$ cat config.mk
export PLATFORM = sky130hd
export DESIGN_NAME = mmu_read_top
export DESIGN_NICKNAME = d
export VERILOG_FILES = /design/src/hw/axi_pkg.sv /design/src/hw/xlat_pkg.sv /design/src/hw/ar_req_if.sv /design/src/hw/drop_if.sv /design/src/hw/ar_queue.sv /design/src/hw/xlat_ctrl.sv /design/src/hw/r_return.sv /design/src/hw/mmu_read_top.sv
export VERILOG_INCLUDE_DIRS = /design/src /design/src/hw
export SDC_FILE = /design/constraint.sdc
export NUM_CORES = 1
export LEC_CHECK = 0
export BUFFER_PORTS_ARGS = -buffer_cell sky130_fd_sc_hd__buf_2
export CORE_MARGIN = 2
export CORE_UTILIZATION = 60
export DETAILED_ROUTE_END_ITERATION = 16
export PLACE_DENSITY = 0.83
export RECOVER_POWER = 25
export SLEW_MARGIN = 10
export SYNTH_ARGS = -nofsm -noshare
export SYNTH_HDL_FRONTEND = slang
export SYNTH_SLANG_ARGS = --single-unit
$ cat constraint.sdc
create_clock -name s_axi_clk -period 14.2 [get_ports s_axi_clk]
set_input_delay 0.71 -clock s_axi_clk [delete_from_list [all_inputs] [get_ports s_axi_clk]]
set_output_delay 0.71 -clock s_axi_clk [all_outputs]
set_load 0.1 [all_outputs]
$ cat src/hw/mmu_defines.svh
`ifndef MMU_DEFINES_SVH
`define MMU_DEFINES_SVH

// bus widths shared by the whole read bridge
`define MMU_ADDR_W 32
`define MMU_DATA_W 32
`define MMU_ID_W 4

// number of read requests the address queue holds, a power of two
`define MMU_AR_DEPTH 8

`endif

$ cat src/hw/axi_pkg.sv
`default_nettype none

`include "mmu_defines.svh"

package axi_pkg;

    typedef logic [`MMU_ADDR_W-1:0] addr_t;
    typedef logic [`MMU_DATA_W-1:0] data_t;
    typedef logic [`MMU_ID_W-1:0]   id_t;

    typedef logic [7:0] len_t;   // beats in the burst minus one
    typedef logic [2:0] size_t;  // bytes per beat as a power of two
    typedef logic [1:0] burst_t;
    typedef logic [2:0] prot_t;

    // read response codes as seen on RRESP
    typedef enum logic [1:0] {
        RESP_OKAY   = 2'b00,
        RESP_EXOKAY = 2'b01,
        RESP_SLVERR = 2'b10,
        RESP_DECERR = 2'b11
    } resp_t;

endpackage

`default_nettype wire

$ cat src/hw/xlat_pkg.sv
`default_nettype none

`include "mmu_defines.svh"

package xlat_pkg;

    typedef logic [`MMU_ADDR_W-1:0] vaddr_t;
    typedef logic [7:0]             xlen_t;
    typedef logic [2:0]             xsize_t;

    // word sent to the translation unit, size sits in the top bits
    typedef struct packed {
        xsize_t size;
        xlen_t  len;
        vaddr_t vaddr;
    } xlat_req_t;

    typedef enum logic [2:0] {
        IDLE = 3'd0,
        REQ  = 3'd1,  // request offered to the translation unit
        WAIT = 3'd2,  // waiting for done or drop
        FWD  = 3'd3,
        DROP = 3'd4
    } xlat_state_t;

endpackage

`default_nettype wire

$ cat src/hw/ar_req_if.sv
`timescale 1ns/1ps
`default_nettype none

// head entry of the read address queue as seen by the controller
interface ar_req_if;

    axi_pkg::id_t    id;
    axi_pkg::addr_t  addr;
    axi_pkg::len_t   len;
    axi_pkg::size_t  size;
    axi_pkg::burst_t burst;
    axi_pkg::prot_t  prot;
    logic            valid;  // queue holds at least one entry
    logic            pop;    // one cycle pulse frees the head entry

    modport queue (
        output id, addr, len, size, burst, prot, valid,
        input  pop
    );

    modport ctrl (
        input  id, addr, len, size, burst, prot, valid,
        output pop
    );

endinterface

`default_nettype wire

$ cat src/hw/drop_if.sv
`timescale 1ns/1ps
`default_nettype none

// a request the translation unit refused, handed to the read return
interface drop_if;

    axi_pkg::id_t  id;
    axi_pkg::len_t len;
    logic          valid;
    logic          ready;  // read return is idle and nothing is outstanding

    modport ctrl (
        output id, len, valid,
        input  ready
    );

    modport ret (
        input  id, len, valid,
        output ready
    );

endinterface

`default_nettype wire

$ cat src/hw/ar_queue.sv
`timescale 1ns/1ps
`default_nettype none

`include "mmu_defines.svh"

module ar_queue #(
    parameter int DEPTH = `MMU_AR_DEPTH
) (
    input  wire                  s_axi_clk,
    input  wire                  s_aresetn,
    input  wire axi_pkg::id_t    s_axi_arid,
    input  wire axi_pkg::addr_t  s_axi_araddr,
    input  wire axi_pkg::len_t   s_axi_arlen,
    input  wire axi_pkg::size_t  s_axi_arsize,
    input  wire axi_pkg::burst_t s_axi_arburst,
    input  wire axi_pkg::prot_t  s_axi_arprot,
    input  wire                  s_axi_arvalid,
    output logic                 s_axi_arready,
    ar_req_if.queue              head
);

    localparam int PTR_W = $clog2(DEPTH);

    axi_pkg::id_t    id_mem    [DEPTH];
    axi_pkg::addr_t  addr_mem  [DEPTH];
    axi_pkg::len_t   len_mem   [DEPTH];
    axi_pkg::size_t  size_mem  [DEPTH];
    axi_pkg::burst_t burst_mem [DEPTH];
    axi_pkg::prot_t  prot_mem  [DEPTH];

    logic [PTR_W-1:0] wr_ptr;
    logic [PTR_W-1:0] rd_ptr;
    logic [PTR_W:0]   count;  // one bit wider so a full queue is distinct from empty
    logic             push;
    logic             pop;

    assign s_axi_arready = (count != (PTR_W+1)'(DEPTH));
    assign push          = s_axi_arvalid && s_axi_arready;
    assign pop           = head.pop && head.valid;  // a pop on an empty queue is ignored

    always_ff @(posedge s_axi_clk) begin
        if (push) begin
            id_mem[wr_ptr]    <= s_axi_arid;
            addr_mem[wr_ptr]  <= s_axi_araddr;
            len_mem[wr_ptr]   <= s_axi_arlen;
            size_mem[wr_ptr]  <= s_axi_arsize;
            burst_mem[wr_ptr] <= s_axi_arburst;
            prot_mem[wr_ptr]  <= s_axi_arprot;
        end
    end

    // pointers wrap on their own since the depth is a power of two
    always_ff @(posedge s_axi_clk) begin
        if (!s_aresetn) begin
            wr_ptr <= '0;
            rd_ptr <= '0;
            count  <= '0;
        end else begin
            if (push) begin
                wr_ptr <= wr_ptr + 1'b1;
            end
            if (pop) begin
                rd_ptr <= rd_ptr + 1'b1;
            end
            case ({push, pop})
                2'b10:   count <= count + 1'b1;
                2'b01:   count <= count - 1'b1;
                default: count <= count;  // both or neither leave the fill level alone
            endcase
        end
    end

    // the head entry is read straight out of the array
    assign head.valid = (count != '0);
    assign head.id    = id_mem[rd_ptr];
    assign head.addr  = addr_mem[rd_ptr];
    assign head.len   = len_mem[rd_ptr];
    assign head.size  = size_mem[rd_ptr];
    assign head.burst = burst_mem[rd_ptr];
    assign head.prot  = prot_mem[rd_ptr];

endmodule

`default_nettype wire

$ cat src/hw/xlat_ctrl.sv
`timescale 1ns/1ps
`default_nettype none

module xlat_ctrl (
    input  wire                  s_axi_clk,
    input  wire                  s_aresetn,
    ar_req_if.ctrl               head,
    output logic                 xlat_req_valid,
    input  wire                  xlat_req_ready,
    output xlat_pkg::xlat_req_t  xlat_req_data,
    input  wire                  xlat_resp_valid,
    output logic                 xlat_resp_ready,
    input  wire                  xlat_resp_done,
    input  wire axi_pkg::addr_t  xlat_resp_addr,
    output axi_pkg::id_t         m_axi_arid,
    output axi_pkg::addr_t       m_axi_araddr,
    output axi_pkg::len_t        m_axi_arlen,
    output axi_pkg::size_t       m_axi_arsize,
    output axi_pkg::burst_t      m_axi_arburst,
    output axi_pkg::prot_t       m_axi_arprot,
    output logic                 m_axi_arvalid,
    input  wire                  m_axi_arready,
    output logic                 ar_sent,
    drop_if.ctrl                 drop
);

    xlat_pkg::xlat_state_t state;

    // every handshake output is decoded from the state alone
    assign xlat_req_valid  = (state == xlat_pkg::REQ);
    assign xlat_resp_ready = (state == xlat_pkg::WAIT);
    assign m_axi_arvalid   = (state == xlat_pkg::FWD);
    assign drop.valid      = (state == xlat_pkg::DROP);

    // a dropped request reuses the id and length held for the outgoing AR
    assign drop.id  = m_axi_arid;
    assign drop.len = m_axi_arlen;

    assign ar_sent  = m_axi_arvalid && m_axi_arready;
    assign head.pop = ar_sent || (drop.valid && drop.ready);  // head leaves at either end

    always_ff @(posedge s_axi_clk) begin
        if (!s_aresetn) begin
            state <= xlat_pkg::IDLE;
        end else begin
            case (state)
                xlat_pkg::IDLE: begin
                    if (head.valid) begin
                        state <= xlat_pkg::REQ;
                    end
                end
                xlat_pkg::REQ: begin
                    if (xlat_req_ready) begin
                        state <= xlat_pkg::WAIT;
                    end
                end
                xlat_pkg::WAIT: begin
                    if (xlat_resp_valid) begin
                        state <= xlat_resp_done ? xlat_pkg::FWD : xlat_pkg::DROP;
                    end
                end
                xlat_pkg::FWD: begin
                    if (m_axi_arready) begin
                        state <= xlat_pkg::IDLE;
                    end
                end
                xlat_pkg::DROP: begin
                    if (drop.ready) begin
                        state <= xlat_pkg::IDLE;
                    end
                end
                default: state <= xlat_pkg::IDLE;
            endcase
        end
    end

    always_ff @(posedge s_axi_clk) begin
        if (state == xlat_pkg::IDLE && head.valid) begin
            m_axi_arid          <= head.id;
            m_axi_arlen         <= head.len;
            m_axi_arsize        <= head.size;
            m_axi_arburst       <= head.burst;
            m_axi_arprot        <= head.prot;
            xlat_req_data.size  <= head.size;
            xlat_req_data.len   <= head.len;
            xlat_req_data.vaddr <= head.addr;
        end
        // the physical address only counts when the answer is done
        if (state == xlat_pkg::WAIT && xlat_resp_valid && xlat_resp_done) begin
            m_axi_araddr <= xlat_resp_addr;
        end
    end

endmodule

`default_nettype wire

$ cat src/hw/r_return.sv
`timescale 1ns/1ps
`default_nettype none

module r_return (
    input  wire                 s_axi_clk,
    input  wire                 s_aresetn,
    input  wire                 ar_sent,
    input  wire axi_pkg::id_t   m_axi_rid,
    input  wire axi_pkg::data_t m_axi_rdata,
    input  wire axi_pkg::resp_t m_axi_rresp,
    input  wire                 m_axi_rlast,
    input  wire                 m_axi_rvalid,
    output logic                m_axi_rready,
    output axi_pkg::id_t        s_axi_rid,
    output axi_pkg::data_t      s_axi_rdata,
    output axi_pkg::resp_t      s_axi_rresp,
    output logic                s_axi_rlast,
    output logic                s_axi_rvalid,
    input  wire                 s_axi_rready,
    drop_if.ret                 drop
);

    localparam int CNT_W = 8;  // outstanding forwarded bursts the counter can track

    logic [CNT_W-1:0] out_cnt;
    logic             rlast_hs;
    logic             err_active;
    axi_pkg::id_t     err_id;
    axi_pkg::len_t    err_left;  // error beats still to send after the current one

    assign rlast_hs = m_axi_rvalid && m_axi_rready && m_axi_rlast;

    // a drop waits until every forwarded burst has finished, which keeps request order
    assign drop.ready = !err_active && (out_cnt == '0);

    always_ff @(posedge s_axi_clk) begin
        if (!s_aresetn) begin
            out_cnt <= '0;
        end else begin
            case ({ar_sent, rlast_hs})
                2'b10:   out_cnt <= out_cnt + 1'b1;
                2'b01:   out_cnt <= out_cnt - 1'b1;
                default: out_cnt <= out_cnt;
            endcase
        end
    end

    always_ff @(posedge s_axi_clk) begin
        if (!s_aresetn) begin
            err_active <= 1'b0;
        end else if (drop.valid && drop.ready) begin
            err_active <= 1'b1;
        end else if (err_active && s_axi_rready && err_left == '0) begin
            err_active <= 1'b0;  // last error beat taken
        end
    end

    always_ff @(posedge s_axi_clk) begin
        if (drop.valid && drop.ready) begin
            err_id   <= drop.id;
            err_left <= drop.len;
        end else if (err_active && s_axi_rready) begin
            err_left <= err_left - 1'b1;
        end
    end

    // memory data passes straight through unless an error burst owns the channel
    assign s_axi_rvalid = err_active ? 1'b1 : m_axi_rvalid;
    assign s_axi_rid    = err_active ? err_id : m_axi_rid;
    assign s_axi_rdata  = err_active ? '0 : m_axi_rdata;
    assign s_axi_rresp  = err_active ? axi_pkg::RESP_SLVERR : m_axi_rresp;
    assign s_axi_rlast  = err_active ? (err_left == '0) : m_axi_rlast;
    assign m_axi_rready = err_active ? 1'b0 : s_axi_rready;

endmodule

`default_nettype wire

$ cat src/hw/mmu_read_top.sv
`timescale 1ns/1ps
`default_nettype none

module mmu_read_top (
    input  wire                       s_axi_clk,
    input  wire                       s_aresetn,
    // read address from the master
    input  wire axi_pkg::id_t         s_axi_arid,
    input  wire axi_pkg::addr_t       s_axi_araddr,
    input  wire axi_pkg::len_t        s_axi_arlen,
    input  wire axi_pkg::size_t       s_axi_arsize,
    input  wire axi_pkg::burst_t      s_axi_arburst,
    input  wire axi_pkg::prot_t       s_axi_arprot,
    input  wire                       s_axi_arvalid,
    output wire                       s_axi_arready,
    // read data back to the master
    output wire axi_pkg::id_t         s_axi_rid,
    output wire axi_pkg::data_t       s_axi_rdata,
    output wire axi_pkg::resp_t       s_axi_rresp,
    output wire                       s_axi_rlast,
    output wire                       s_axi_rvalid,
    input  wire                       s_axi_rready,
    // translated read address to the memory
    output wire axi_pkg::id_t         m_axi_arid,
    output wire axi_pkg::addr_t       m_axi_araddr,
    output wire axi_pkg::len_t        m_axi_arlen,
    output wire axi_pkg::size_t       m_axi_arsize,
    output wire axi_pkg::burst_t      m_axi_arburst,
    output wire axi_pkg::prot_t       m_axi_arprot,
    output wire                       m_axi_arvalid,
    input  wire                       m_axi_arready,
    // read data from the memory
    input  wire axi_pkg::id_t         m_axi_rid,
    input  wire axi_pkg::data_t       m_axi_rdata,
    input  wire axi_pkg::resp_t       m_axi_rresp,
    input  wire                       m_axi_rlast,
    input  wire                       m_axi_rvalid,
    output wire                       m_axi_rready,
    // translation unit
    output wire                       xlat_req_valid,
    input  wire                       xlat_req_ready,
    output wire xlat_pkg::xlat_req_t  xlat_req_data,
    input  wire                       xlat_resp_valid,
    output wire                       xlat_resp_ready,
    input  wire                       xlat_resp_done,
    input  wire axi_pkg::addr_t       xlat_resp_addr
);

    logic ar_sent;  // one forwarded burst now owes read data

    ar_req_if head_bus ();
    drop_if   drop_bus ();

    ar_queue u_ar_queue (
        .s_axi_clk     (s_axi_clk),
        .s_aresetn     (s_aresetn),
        .s_axi_arid    (s_axi_arid),
        .s_axi_araddr  (s_axi_araddr),
        .s_axi_arlen   (s_axi_arlen),
        .s_axi_arsize  (s_axi_arsize),
        .s_axi_arburst (s_axi_arburst),
        .s_axi_arprot  (s_axi_arprot),
        .s_axi_arvalid (s_axi_arvalid),
        .s_axi_arready (s_axi_arready),
        .head          (head_bus.queue)
    );

    xlat_ctrl u_xlat_ctrl (
        .s_axi_clk       (s_axi_clk),
        .s_aresetn       (s_aresetn),
        .head            (head_bus.ctrl),
        .xlat_req_valid  (xlat_req_valid),
        .xlat_req_ready  (xlat_req_ready),
        .xlat_req_data   (xlat_req_data),
        .xlat_resp_valid (xlat_resp_valid),
        .xlat_resp_ready (xlat_resp_ready),
        .xlat_resp_done  (xlat_resp_done),
        .xlat_resp_addr  (xlat_resp_addr),
        .m_axi_arid      (m_axi_arid),
        .m_axi_araddr    (m_axi_araddr),
        .m_axi_arlen     (m_axi_arlen),
        .m_axi_arsize    (m_axi_arsize),
        .m_axi_arburst   (m_axi_arburst),
        .m_axi_arprot    (m_axi_arprot),
        .m_axi_arvalid   (m_axi_arvalid),
        .m_axi_arready   (m_axi_arready),
        .ar_sent         (ar_sent),
        .drop            (drop_bus.ctrl)
    );

    r_return u_r_return (
        .s_axi_clk    (s_axi_clk),
        .s_aresetn    (s_aresetn),
        .ar_sent      (ar_sent),
        .m_axi_rid    (m_axi_rid),
        .m_axi_rdata  (m_axi_rdata),
        .m_axi_rresp  (m_axi_rresp),
        .m_axi_rlast  (m_axi_rlast),
        .m_axi_rvalid (m_axi_rvalid),
        .m_axi_rready (m_axi_rready),
        .s_axi_rid    (s_axi_rid),
        .s_axi_rdata  (s_axi_rdata),
        .s_axi_rresp  (s_axi_rresp),
        .s_axi_rlast  (s_axi_rlast),
        .s_axi_rvalid (s_axi_rvalid),
        .s_axi_rready (s_axi_rready),
        .drop         (drop_bus.ret)
    );

endmodule

`default_nettype wire

==> results of run 1 <==
[worst max-delay path by stage]
stage | to | slack (ns) | depth (start not counted)
final | u_xlat_ctrl.m_axi_arprot[0] | 10.78 | 4
after global routing | u_xlat_ctrl.m_axi_arprot[0] | 10.47 | 4
after CTS | u_xlat_ctrl.m_axi_arprot[0] | 10.67 | 4
after detailed placement | u_xlat_ctrl.xlat_req_data[7] | 10.68 | 4
after global placement | u_xlat_ctrl.xlat_req_data[12] | 10.75 | 4
after floorplan | u_ar_queue.addr_mem[0][0] | 7.43 | 5
[layout by cell type, fill, tap and decap left out, types with 4 or more instances in the layout]
| master | synthesis | layout |
|---|---|---|
| ha_1 | 14 | 14 |
| clkbuf_16 | 0 | 54 |
| nor3_1 | 14 | 10 |
| nand2b_1 | 4 | 4 |
| nor2b_1 | 38 | 38 |
| mux4_2 | 104 | 104 |
| a21oi_1 | 20 | 20 |
| nor3b_1 | 4 | 4 |
| xor2_1 | 11 | 11 |
| mux2_2 | 58 | 58 |
| nor3_2 | 0 | 4 |
| clkinv_1 | 0 | 11 |
| nand4_1 | 4 | 4 |
| buf_4 | 11 | 19 |
| o21ai_0 | 6 | 6 |
| nand3_1 | 14 | 14 |
| dfxtp_1 | 22 | 19 |
| buf_2 | 16 | 230 |
| nor2_1 | 28 | 25 |
| clkbuf_1 | 27 | 52 |
| edfxtp_1 | 512 | 512 |
| o21a_1 | 5 | 5 |
| inv_1 | 9 | 9 |
| nand2_1 | 8 | 8 |
| clkinv_2 | 0 | 8 |
| o211ai_1 | 4 | 4 |
[power by group]
| part | internal [mW] | leakage [nW] | switching (mW) |
|---|---|---|---|
| logic | 0.187 | 2.41 | 0.621 |
| clock network | 0.710 | 0.757 | 0.561 |
| registers | 1.84 | 4.84 | 0.0958 |
[cells in the mapped netlist (14+ instances only)]
cell type  number  share of area, %
a21oi_1        20              0.48
buf_2          16              0.39
clkbuf_1       27              0.49
dfxtp_1        22               2.1
edfxtp_1      512                74
ha_1           14              0.85
mux2_2         58               3.2
mux4_2        104                11
nand3_1        14              0.34
nor2_1         28              0.51
nor2b_1        38               1.2
nor3_1         14              0.34
[per-layer routing]
layer	vias up	part of all wire [%]	routed length [um]
met5	-	0.030	13
met4	2	3.1	1330
met3	86	7.6	3300
met2	480	52	22400
met1	5383	38	16400
li1	4588	-	-
[metrics by stage]
| stage | instance area (um^2) | util, % |
|---|---|---|
| 3_3_place_gp | 22400 | 66.6 |
| 3_5_place_dp | 22400 | 66.6 |
| 4_1_cts | 24000 | 71.2 |
| 6_report | 24000 | 71.1 |
| 2_1_floorplan | 20700 | - |
| 5_1_grt | 23900 | 71.1 |
[registers in the layout, summed over array words and instances (netlist names)]
name	count
u_ar_queue.addr_mem	256
u_ar_queue.burst_mem	16
u_ar_queue.count	4
u_ar_queue.id_mem	32
u_ar_queue.len_mem	64
u_ar_queue.prot_mem	24
u_ar_queue.rd_ptr	3
u_ar_queue.size_mem	24
u_ar_queue.wr_ptr	3
u_r_return.err_active	1
u_r_return.err_id	4
u_r_return.err_left	8
u_r_return.out_cnt	8
u_xlat_ctrl.drop.id	4
u_xlat_ctrl.m_axi_araddr	32
u_xlat_ctrl.m_axi_arburst	2
u_xlat_ctrl.m_axi_arprot	3
u_xlat_ctrl.state	3
u_xlat_ctrl.xlat_req_data	43
[kinds of logic after synthesis]
family                     Yosys count
AOI/OAI and AO/OA                   55
buffers and inverters               68
adders and majority gates           15
muxes                              164
DFF                                534
and+or+nand+nor                    137
xor gates and xnor gates            14
[worst max-delay path, stage by stage, from the launching register on]
cell	delay, ns
dfxtp_4	0.80
buf_4	0.63
buf_4	0.75
mux4_2	0.62
mux2_2	0.28
[cell type report]
type / instances / area, um^2 / area share (%)
repair buffers: 290 / 1450 / 6.04
diodes: 3 / 7.51 / 0.0313
multi-input cells: 385 / 4510 / 18.8
well taps: 448 / 561 / 2.34
flip-flops and latches: 534 / 15800 / 66.1
inverters: 9 / 33.8 / 0.141
clock buffers: 65 / 1390 / 5.81
clock inverters: 26 / 168 / 0.700
==> flow_summary.ini, run 1 <==
[drt]
drt-vias-per-instance = 5.99
via_count = 10500
drt-total-wl_um = 43500
wl_per_cell_um = 24.7
ant_nets = 0
drt_iter0_drc = 820
drc = 0
firstDrtPassIters = 5

[cts]
cts.sinks = 534
cts_made_buffers = 52
holdBufCountCts = 0
cts.path.max_buffers = 3
post_cts_buffers = 0
path_clk_slew_ns = 0.06
cts_resized = 0
cts_tree = yes
cts_root_buf = clkbuf_16
insertion_delay_ns = 0.60
htreeDepth = 2

[worst_setup_path]
end_kind = flip-flop
worstPathRequired_ns = 14.53
critPathKind = reg -> reg
worstSetupStartpointType = flip-flop
cp_max_fo = 42
r2r_start = u_ar_queue.rd_ptr[0]
timing.rr.end = u_xlat_ctrl.m_axi_arprot[0]
crit_path_start = u_ar_queue.rd_ptr[0]
cp.arrival_ns = 3.75
r2r_slack_ns = 10.78
r2r_cells = 4

[sta]
setup_viol = 0
timing.final.crit_share_pct = 24.1
tns_ns = 0
finalHoldViolCount = 0
slew-limit-headroom_pct = 28.9
setup_ws_ns = 10.78
worst_pin_slew_ns = 1.07
finalMaxSlewViolations = 0
skew_ns = 0.0259
rsz0062_at_grt = no
max_freq_ghz = 0.293
period_minus_slack_ns = 3.42
holdWs_ns = 0.299

[logic_synthesis]
synth.yosys.warnings = 0
synth_compound_area_share_pct = 1.73
syn_area_mm2 = 0.0207
ys_seq_area_share_pct = 76.5
synth_edf_count = 512
ys_types = 53
synth_simple_gate_area_share_pct = 3.72
synth_fa_ha_area_share_pct = 0.945
synthMuxAreaShare_pct = 14.6
ys_async_sr_fraction_pct = 0
synth-seq-cells = 534
netlist_instances = 987
avgSynthCellArea_um2 = 20.9
synth_xor_area_share_pct = 0.593
syn_nets = 1134
synth_top_family_by_area = multiplexers
synthFlopType = edfxtp_1

[finish]
final_nets = 1419
drive_above_1_share_pct = 38.0
final_cells = 1760
fill_cells = 2022
syn_to_final_growth_pct = 15.9

[global_route]
globalRouteOverflowTotal = 0
grtUsageMet3_pct = 4.93
top_usage_layer = met2
grt_start_max_net_pins = 75
use_met1_pct = 31.2
grt_pass1_wl_um = 64600
use_met2_pct = 42.3
grt_usage_pct = 24.6
antenna_found_initial = 5
grt_pass1_vias = 10800

[hold_path]
hp-class = in -> reg
min-delay-start = xlat_resp_addr[21]
whs_path_depth = 1
min_to = u_xlat_ctrl.m_axi_araddr[21]

[floorplanning]
placeableCoreArea_mm2 = 0.0337
initial_core_util_pct = 61.3
io_pins = 272
die_x_um = 190
dieArea_mm2 = 0.0359
dieHeight_um = 190
rows = 67

[placement]
place_ws_ns = 10.68
globalplace.congestion = 0.808
dp_cells = 1666
port_buffers = 271
dpl.hpwl_um = 24200

[run_status]
outcome = finished clean

[power_and_ir_drop]
power_leakage_nw = 8.01
peakVddDrop_mv = 0.168
p_total_mw = 4.02
p_per_area_mw_per_mm2 = 168

[flow_run]
maxCapViolations = 0
Power figures use the tool's default switching activity.
==> run 2, diff against run 1 <==
--- a/config.mk
+++ b/config.mk
@@ -6,11 +6,12 @@
 export SDC_FILE = /design/constraint.sdc
 export NUM_CORES = 1
 export LEC_CHECK = 0
+export ABC_AREA = 1
 export BUFFER_PORTS_ARGS = -buffer_cell sky130_fd_sc_hd__buf_2
 export CORE_MARGIN = 2
-export CORE_UTILIZATION = 60
+export CORE_UTILIZATION = 52
 export DETAILED_ROUTE_END_ITERATION = 16
-export PLACE_DENSITY = 0.83
+export PLACE_DENSITY = 0.77
 export RECOVER_POWER = 25
 export SLEW_MARGIN = 10
 export SYNTH_ARGS = -nofsm -noshare
==> constraint.sdc (replaced) <==
create_clock -name s_axi_clk -period 2.8 [get_ports s_axi_clk]
set_input_delay 0.14 -clock s_axi_clk [delete_from_list [all_inputs] [get_ports s_axi_clk]]
set_output_delay 0.14 -clock s_axi_clk [all_outputs]
set_load 0.1 [all_outputs]
==> run 2 against run 1 <==
- synthesized area is 2.1% higher
- clock power grew to 5.8 times the previous value
- total power grew to 5.4 times the previous value
- clock skew hardly changed
- design area is 7.8% higher
- routed wire length is 10% higher
- hold slack worse by 0.18 ns
==> flow_summary.ini, run 2 <==
[run_status]
outcome = finished clean

[floorplanning]
placeableCoreArea_mm2 = 0.0399
io_pins = 272
rows = 73
dieHeight_um = 205
initial_core_util_pct = 52.9
dieArea_mm2 = 0.0422
die_x_um = 205

[logic_synthesis]
synth_edf_count = 512
synthMuxAreaShare_pct = 0
synthFlopType = edfxtp_1
synth_top_family_by_area = simple AND/OR/NAND/NOR gates
ys_async_sr_fraction_pct = 0
synth_simple_gate_area_share_pct = 11.9
synth_fa_ha_area_share_pct = 0.925
syn_nets = 1788
synth-seq-cells = 534
synth_top_area_cell = edfxtp_1
synth_xor_area_share_pct = 0.540
ys_types = 34
synth_area_leaders = edfxtp_1 73%, nor2_1 6.9%, o32ai_1 4.3%
ys_seq_area_share_pct = 75.0
yosysMostFrequentCell = edfxtp_1
netlist_top_cells_count = 512 x edfxtp_1, 390 x nor2_1, 224 x nand2_1
avgSynthCellArea_um2 = 12.9
syn_area_mm2 = 0.0211
synth.yosys.warnings = 0
synth_compound_area_share_pct = 7.92
synth_top_area_share_pct = 72.9
netlist_instances = 1641

[drt]
drt-total-wl_um = 48000
via_count = 14100
drt-vias-per-instance = 5.51
drt_iter0_drc = 1108
ant_nets = 0
drc = 0
wl_per_cell_um = 18.7
firstDrtPassIters = 5

[finish]
drive_above_1_share_pct = 18.3
mostFrequentLayoutCell = edfxtp_1
fill_cells = 2823
syn_to_final_growth_pct = 22.3
final_cell_mix = 512 x edfxtp_1, 381 x nor2_1, 230 x buf_2, 222 x nand2_1, 120 x o21ai_0
top_register = u_ar_queue.addr_mem
largest_register_ffs = 256
final_cell_area_mm2 = 0.0258
final_core_utilization_pct = 64.7
reg_top3 = u_ar_queue.addr_mem (256), u_ar_queue.len_mem (64), u_xlat_ctrl.xlat_req_data (43)
final_nets = 2134

[sta]
rsz0062_at_grt = no
finalHoldViolCount = 0
tns_ns = 0
setup_ws_ns = 0.417
max_freq_ghz = 0.420
setup_viol = 0
timing.final.crit_share_pct = 85.1
finalMaxSlewViolations = 0
period_minus_slack_ns = 2.38
worst_pin_slew_ns = 0.779
slew-limit-headroom_pct = 48.1
skew_ns = 0.0260

[hold_path]
hp-class = in -> reg
whs_path_depth = 7
min-delay-start = xlat_req_ready
min_to = u_xlat_ctrl.state[2]

[power_and_ir_drop]
p_per_area_mw_per_mm2 = 845
power.net_switching_mw = 7.14
swShare_pct = 32.7
power_leakage_nw = 9.60
power.internal_mw = 14.7
peakVddDrop_mv = 0.712
clock_power_share_pct = 34.0
combinationalPowerShare_pct = 22.0
p_seq_share_pct = 44.0

[worst_setup_path]
timing.rr.end = u_ar_queue.count[1]
worstPathRequired_ns = 3.28
cp_max_fo = 7
r2r_slack_ns = 0.42
r2r_cells = 11
cp.arrival_ns = 2.86
critPathKind = reg -> reg
end_kind = flip-flop
r2r_start = u_xlat_ctrl.state[2]
worstSetupStartpointType = flip-flop

[cts]
cts_made_buffers = 52
cts_resized = 0
post_cts_buffers = 0
htreeDepth = 2
cts_root_buf = clkbuf_16
holdBufCountCts = 89
cts.sinks = 534
cts_tree = yes
cts.path.max_buffers = 3
insertion_delay_ns = 0.61
path_clk_slew_ns = 0.06

[flow_run]
maxCapViolations = 0

[global_route]
grt_start_max_net_pins = 125
antenna_found_initial = 4
grt_pass1_wl_um = 73500
globalRouteOverflowTotal = 0
grt_pass1_vias = 13800
grt_usage_pct = 22.7

[placement]
dpl.hpwl_um = 27400
globalplace.congestion = 0.784
port_buffers = 271
placedInstanceArea_mm2 = 0.0231
place_ws_ns = 0.447
-- run 2: worst max path at each step --
stage / start / end / cells past startpoint
2_1_floorplan: u_xlat_ctrl.state[1] / u_r_return.out_cnt[5] / 13
3_3_place_gp: u_ar_queue.count[1] / u_ar_queue.addr_mem[5][4] / 9
3_5_place_dp: u_ar_queue.count[1] / u_ar_queue.addr_mem[5][4] / 9
4_1_cts: u_xlat_ctrl.state[2] / u_ar_queue.count[1] / 11
5_1_grt: u_ar_queue.count[0] / u_ar_queue.count[2] / 12
6_report: u_xlat_ctrl.state[2] / u_ar_queue.count[1] / 11
-- run 2: final cells by class --
class	count	area, um^2	share of cell area (%)
clock buffers	65	1360	5.27
inverters	75	288	1.11
flip-flops and latches	534	15800	61.3
clock inverters	33	462	1.79
multi-input cells	933	4630	17.9
repair buffers	391	2580	9.99
well taps	525	657	2.55
diodes	4	10.0	0.0388
-- run 2: cells by family (layout without fill, tap and decap cells) --
| group | after synthesis | after routing |
|---|---|---|
| AND/OR/NAND/NOR | 650 | 650 |
| flip-flops | 534 | 534 |
| AO/OA/AOI/OAI | 255 | 255 |
| buffers and inverters | 174 | 564 |
| adder cells (fa/ha/maj) | 15 | 15 |
| XOR/XNOR | 13 | 13 |
| other | 0 | 4 |
-- run 2: metrics by stage --
step           power [mW]  hold WS, ns  instances
2_1_floorplan        13.6        0.239       1641
3_3_place_gp         14.4        0.318       2369
3_5_place_dp         14.5        0.319       2369
4_1_cts              22.0       0.0746       2556
5_1_grt              22.5        0.138       2560
6_report             21.8        0.117       2560
-- run 2: power groups by stage --
stage,combinational [mW],clock [mW],sequential (mW)
CTS,4.84,7.51,9.60
global placement,4.65,0,9.75
finish,4.81,7.41,9.60
detailed placement,4.71,0,9.76
global route,5.07,7.80,9.65
floorplan,1.99,0,11.6
-- run 2: worst max-delay path: stages (launching register included) --
cell and delay [ns]:
dfxtp_1 0.43, inv_2 0.11, nor3_1 0.29, nand3_2 0.19
nand2_2 0.15, nand2_1 0.09, inv_2 0.09, ha_1 0.23
xor2_1 0.22, ha_1 0.26, o21ai_0 0.17, a21oi_1 0.06
-- run 2: metal layers --
| metal | vias to the layer above | share of wire, % | track usage, % |
|---|---|---|---|
| met3 | 79 | 7.0 | 3.55 |
| met5 | - | 0 | 0 |
| met1 | 6910 | 40 | 28.5 |
| met4 | 0 | 2.4 | 8.27 |
| met2 | 579 | 51 | 40.1 |
| li1 | 6541 | - | - |
==> run 3, diff against run 2 <==
--- a/config.mk
+++ b/config.mk
@@ -8,6 +8,7 @@
 export LEC_CHECK = 0
 export ABC_AREA = 1
 export BUFFER_PORTS_ARGS = -buffer_cell sky130_fd_sc_hd__buf_2
+export CORE_ASPECT_RATIO = 1.75
 export CORE_MARGIN = 2
 export CORE_UTILIZATION = 52
 export DETAILED_ROUTE_END_ITERATION = 16
@@ -16,4 +17,5 @@
 export SLEW_MARGIN = 10
 export SYNTH_ARGS = -nofsm -noshare
 export SYNTH_HDL_FRONTEND = slang
+export SYNTH_HIERARCHICAL = 1
 export SYNTH_SLANG_ARGS = --single-unit
==> run 3 against run 2 <==
- total power up 12%
- critical path depth up 6
- worst setup slack worse by 0.17 ns
- synthesized area rose by 2.0%
- final cell count grew 2.7%
- utilization decreased by 1.7 points
- global-route usage fell by 0.32 points
- clock power fell by 15%
- critical endpoint is now u_ar_queue/count[2]
- largest cell class unchanged
==> flow_summary.ini, run 3 <==
[global_route]
antenna_found_initial = 3
globalRouteOverflowTotal = 0
grt_start_max_net_pins = 156
grt_usage_pct = 22.4
grt_pass1_vias = 14300
grt_pass1_wl_um = 74300

[logic_synthesis]
synthFlopType = edfxtp_1
avgSynthCellArea_um2 = 12.6
synth_edf_count = 512
syn_nets = 1853
syn_area_mm2 = 0.0215
synth_top_area_share_pct = 71.5
netlist_instances = 1711
synth_area_leaders = edfxtp_1 71%, nor2_1 5.1%, o21ai_0 4.7%
synth.yosys.warnings = 6
synth-seq-cells = 537
ys_seq_area_share_pct = 73.8
ys_async_sr_fraction_pct = 0
yosysMostFrequentCell = edfxtp_1
ys_types = 38
netlist_top_cells_count = 512 x edfxtp_1, 291 x nor2_1, 256 x nand2_1
synth_top_area_cell = edfxtp_1

[cts]
cts_root_buf = clkbuf_16
path_clk_slew_ns = 0.07
cts.path.max_buffers = 3
cts_made_buffers = 46
cts_tree = yes
cts.sinks = 537
insertion_delay_ns = 0.58
htreeDepth = 2

[finish]
reg_top3 = u_ar_queue/addr_mem (256), u_ar_queue/len_mem (64)
final_nets = 2187
syn_to_final_growth_pct = 19.4
fill_cells = 3021
largest_register_ffs = 256
ff_latch_area_mm2 = 0.0159
drive_above_1_share_pct = 17.0
mostFrequentLayoutCell = edfxtp_1
multi_input_area_mm2 = 0.00474
final_cell_mix = 512 x edfxtp_1, 282 x nor2_1, 256 x nand2_1, 227 x buf_2, 201 x o21ai_0
top_register = u_ar_queue/addr_mem

[sta]
worst_pin_slew_ns = 1.17
tns_ns = 0
finalMaxSlewViolations = 0
timing.final.crit_share_pct = 91.2
finalHoldViolCount = 0
period_minus_slack_ns = 2.55
max_freq_ghz = 0.392
slew-limit-headroom_pct = 21.4
rsz0062_at_grt = no
setup_viol = 0
skew_ns = 0.0197

[worst_setup_path]
cp.arrival_ns = 3.02
critPathKind = reg -> reg
worstPathRequired_ns = 3.26
worstSetupStartpointType = flip-flop
end_kind = flip-flop
cp_max_fo = 6

[flow_run]
maxCapViolations = 0

[hold_path]
hp-class = in -> reg

[floorplanning]
dieHeight_um = 273
die_x_um = 158
placeableCoreArea_mm2 = 0.0408
initial_core_util_pct = 52.7
rows = 98
dieArea_mm2 = 0.0431
io_pins = 272

[power_and_ir_drop]
power_leakage_nw = 9.53
p_per_area_mw_per_mm2 = 951
power.net_switching_mw = 9.73
swShare_pct = 39.9
p_seq_share_pct = 42.0
power.internal_mw = 14.7
peakVddDrop_mv = 0.836
combinationalPowerShare_pct = 32.1
p_total_mw = 24.4
clock_power_share_pct = 25.9

[drt]
drt_iter0_drc = 1203
drt-vias-per-instance = 5.43
drc = 0
wl_per_cell_um = 18.8
drt-total-wl_um = 49600
firstDrtPassIters = 9
via_count = 14300
ant_nets = 0

[placement]
port_buffers = 271
globalplace.congestion = 0.824
dpl.hpwl_um = 28500

[run_status]
outcome = finished clean
## run 3: cell count changes in the layout (fill, tap and decap cells not counted), sizes merged, moves of 31 or more
cell	previous run	this run
mux2i	0	52
nand2	225	256
nor2	390	294
o21ai	127	233
o22ai	0	52
o32ai	104	0
## run 3: critical path, cell delays in order (launching register included)
cell and delay [ns]:
dfxtp_1 0.35, inv_2 0.09, nand2_1 0.08, nor4_4 0.28, and2_1 0.19, nand2_1 0.06, o21ai_0 0.09, nand2_1 0.13
inv_2 0.12, ha_2 0.22, nand2_1 0.06, inv_1 0.08, nor2_1 0.06, ha_1 0.19, a21oi_2 0.13, xnor2_1 0.09
o21ai_0 0.16, inv_1 0.05
## run 3: layout make-up
class | instances | share of cell area (%)
repair buffers | 391 | 9.76
flip-flops and latches | 537 | 61.8
clock buffers | 53 | 4.62
inverters | 101 | 1.49
multi-input cells | 968 | 18.5
diodes | 2 | 0.0195
well taps | 550 | 2.68
clock inverters | 27 | 1.15
## run 3: metrics by stage
| stage | util (%) | instance area [um^2] | setup WS [ns] | hold slack, ns | std cells |
|---|---|---|---|---|---|
| after detailed placement | 57.2 | 23400 | 0.187 | 0.318 | 2459 |
| after global routing | 62.9 | 25700 | 0.0162 | 0.113 | 2629 |
| after CTS | 63.0 | 25700 | 0.152 | 0.0422 | 2626 |
| after floorplan | - | 21600 | 0.175 | 0.238 | 1711 |
| after global placement | 57.2 | 23400 | 0.295 | 0.317 | 2459 |
| final | 62.9 | 25700 | 0.247 | 0.0775 | 2629 |
## run 3: per-layer routing
| metal | vias up | part of all wire [%] | GRT usage [%] |
|---|---|---|---|
| met5 | - | 0 | 0 |
| met4 | 0 | 4.0 | 10.8 |
| met3 | 120 | 5.7 | 2.84 |
| met2 | 586 | 54 | 41.9 |
| met1 | 6927 | 36 | 24.7 |
| li1 | 6646 | - | - |
## run 3: final timing paths
kind / depth (start not counted) / from / end / slack (ns)
worst min-delay path: 3 / s_axi_arvalid / u_ar_queue/wr_ptr[1] / 0.08
worst max-delay path: 17 / u_r_return/out_cnt[3] / u_ar_queue/count[2] / 0.25
worst max register to register: 17 / u_r_return/out_cnt[3] / u_ar_queue/count[2] / 0.25
worst min register to register: 0 / u_xlat_ctrl/drop.id[1] / u_r_return/err_id[1] / 0.46
## run 3: power by group through the flow
| stage | sequential (mW) | clock, mW | combinational (mW) |
|---|---|---|---|
| 3_5_place_dp | 10.4 | 0 | 7.71 |
| 5_1_grt | 10.3 | 6.72 | 8.22 |
| 2_1_floorplan | 12.6 | 0 | 4.16 |
| 4_1_cts | 10.3 | 6.45 | 7.85 |
| 3_3_place_gp | 10.4 | 0 | 7.58 |
| 6_report | 10.3 | 6.32 | 7.83 |
## run 3: timing repair
action	CTS	global route
gates resized for setup	0	3
endpoints found under the hold margin	463	0
hold buffers	87	0
setup buffers	0	1
endpoints found under the setup margin	0	1
## run 3: cell families (layout without fill, tap and decap cells)
group	after synthesis	count (layout)	share of synthesized area [%]
fa+ha+maj	10	10	0.581
compound gates	302	302	7.37
simple gates	593	593	10.8
other cells	0	2	0
flops	537	537	73.8
xor+xnor	11	11	0.448
buf+inv	206	572	4.63
mux	52	52	2.42
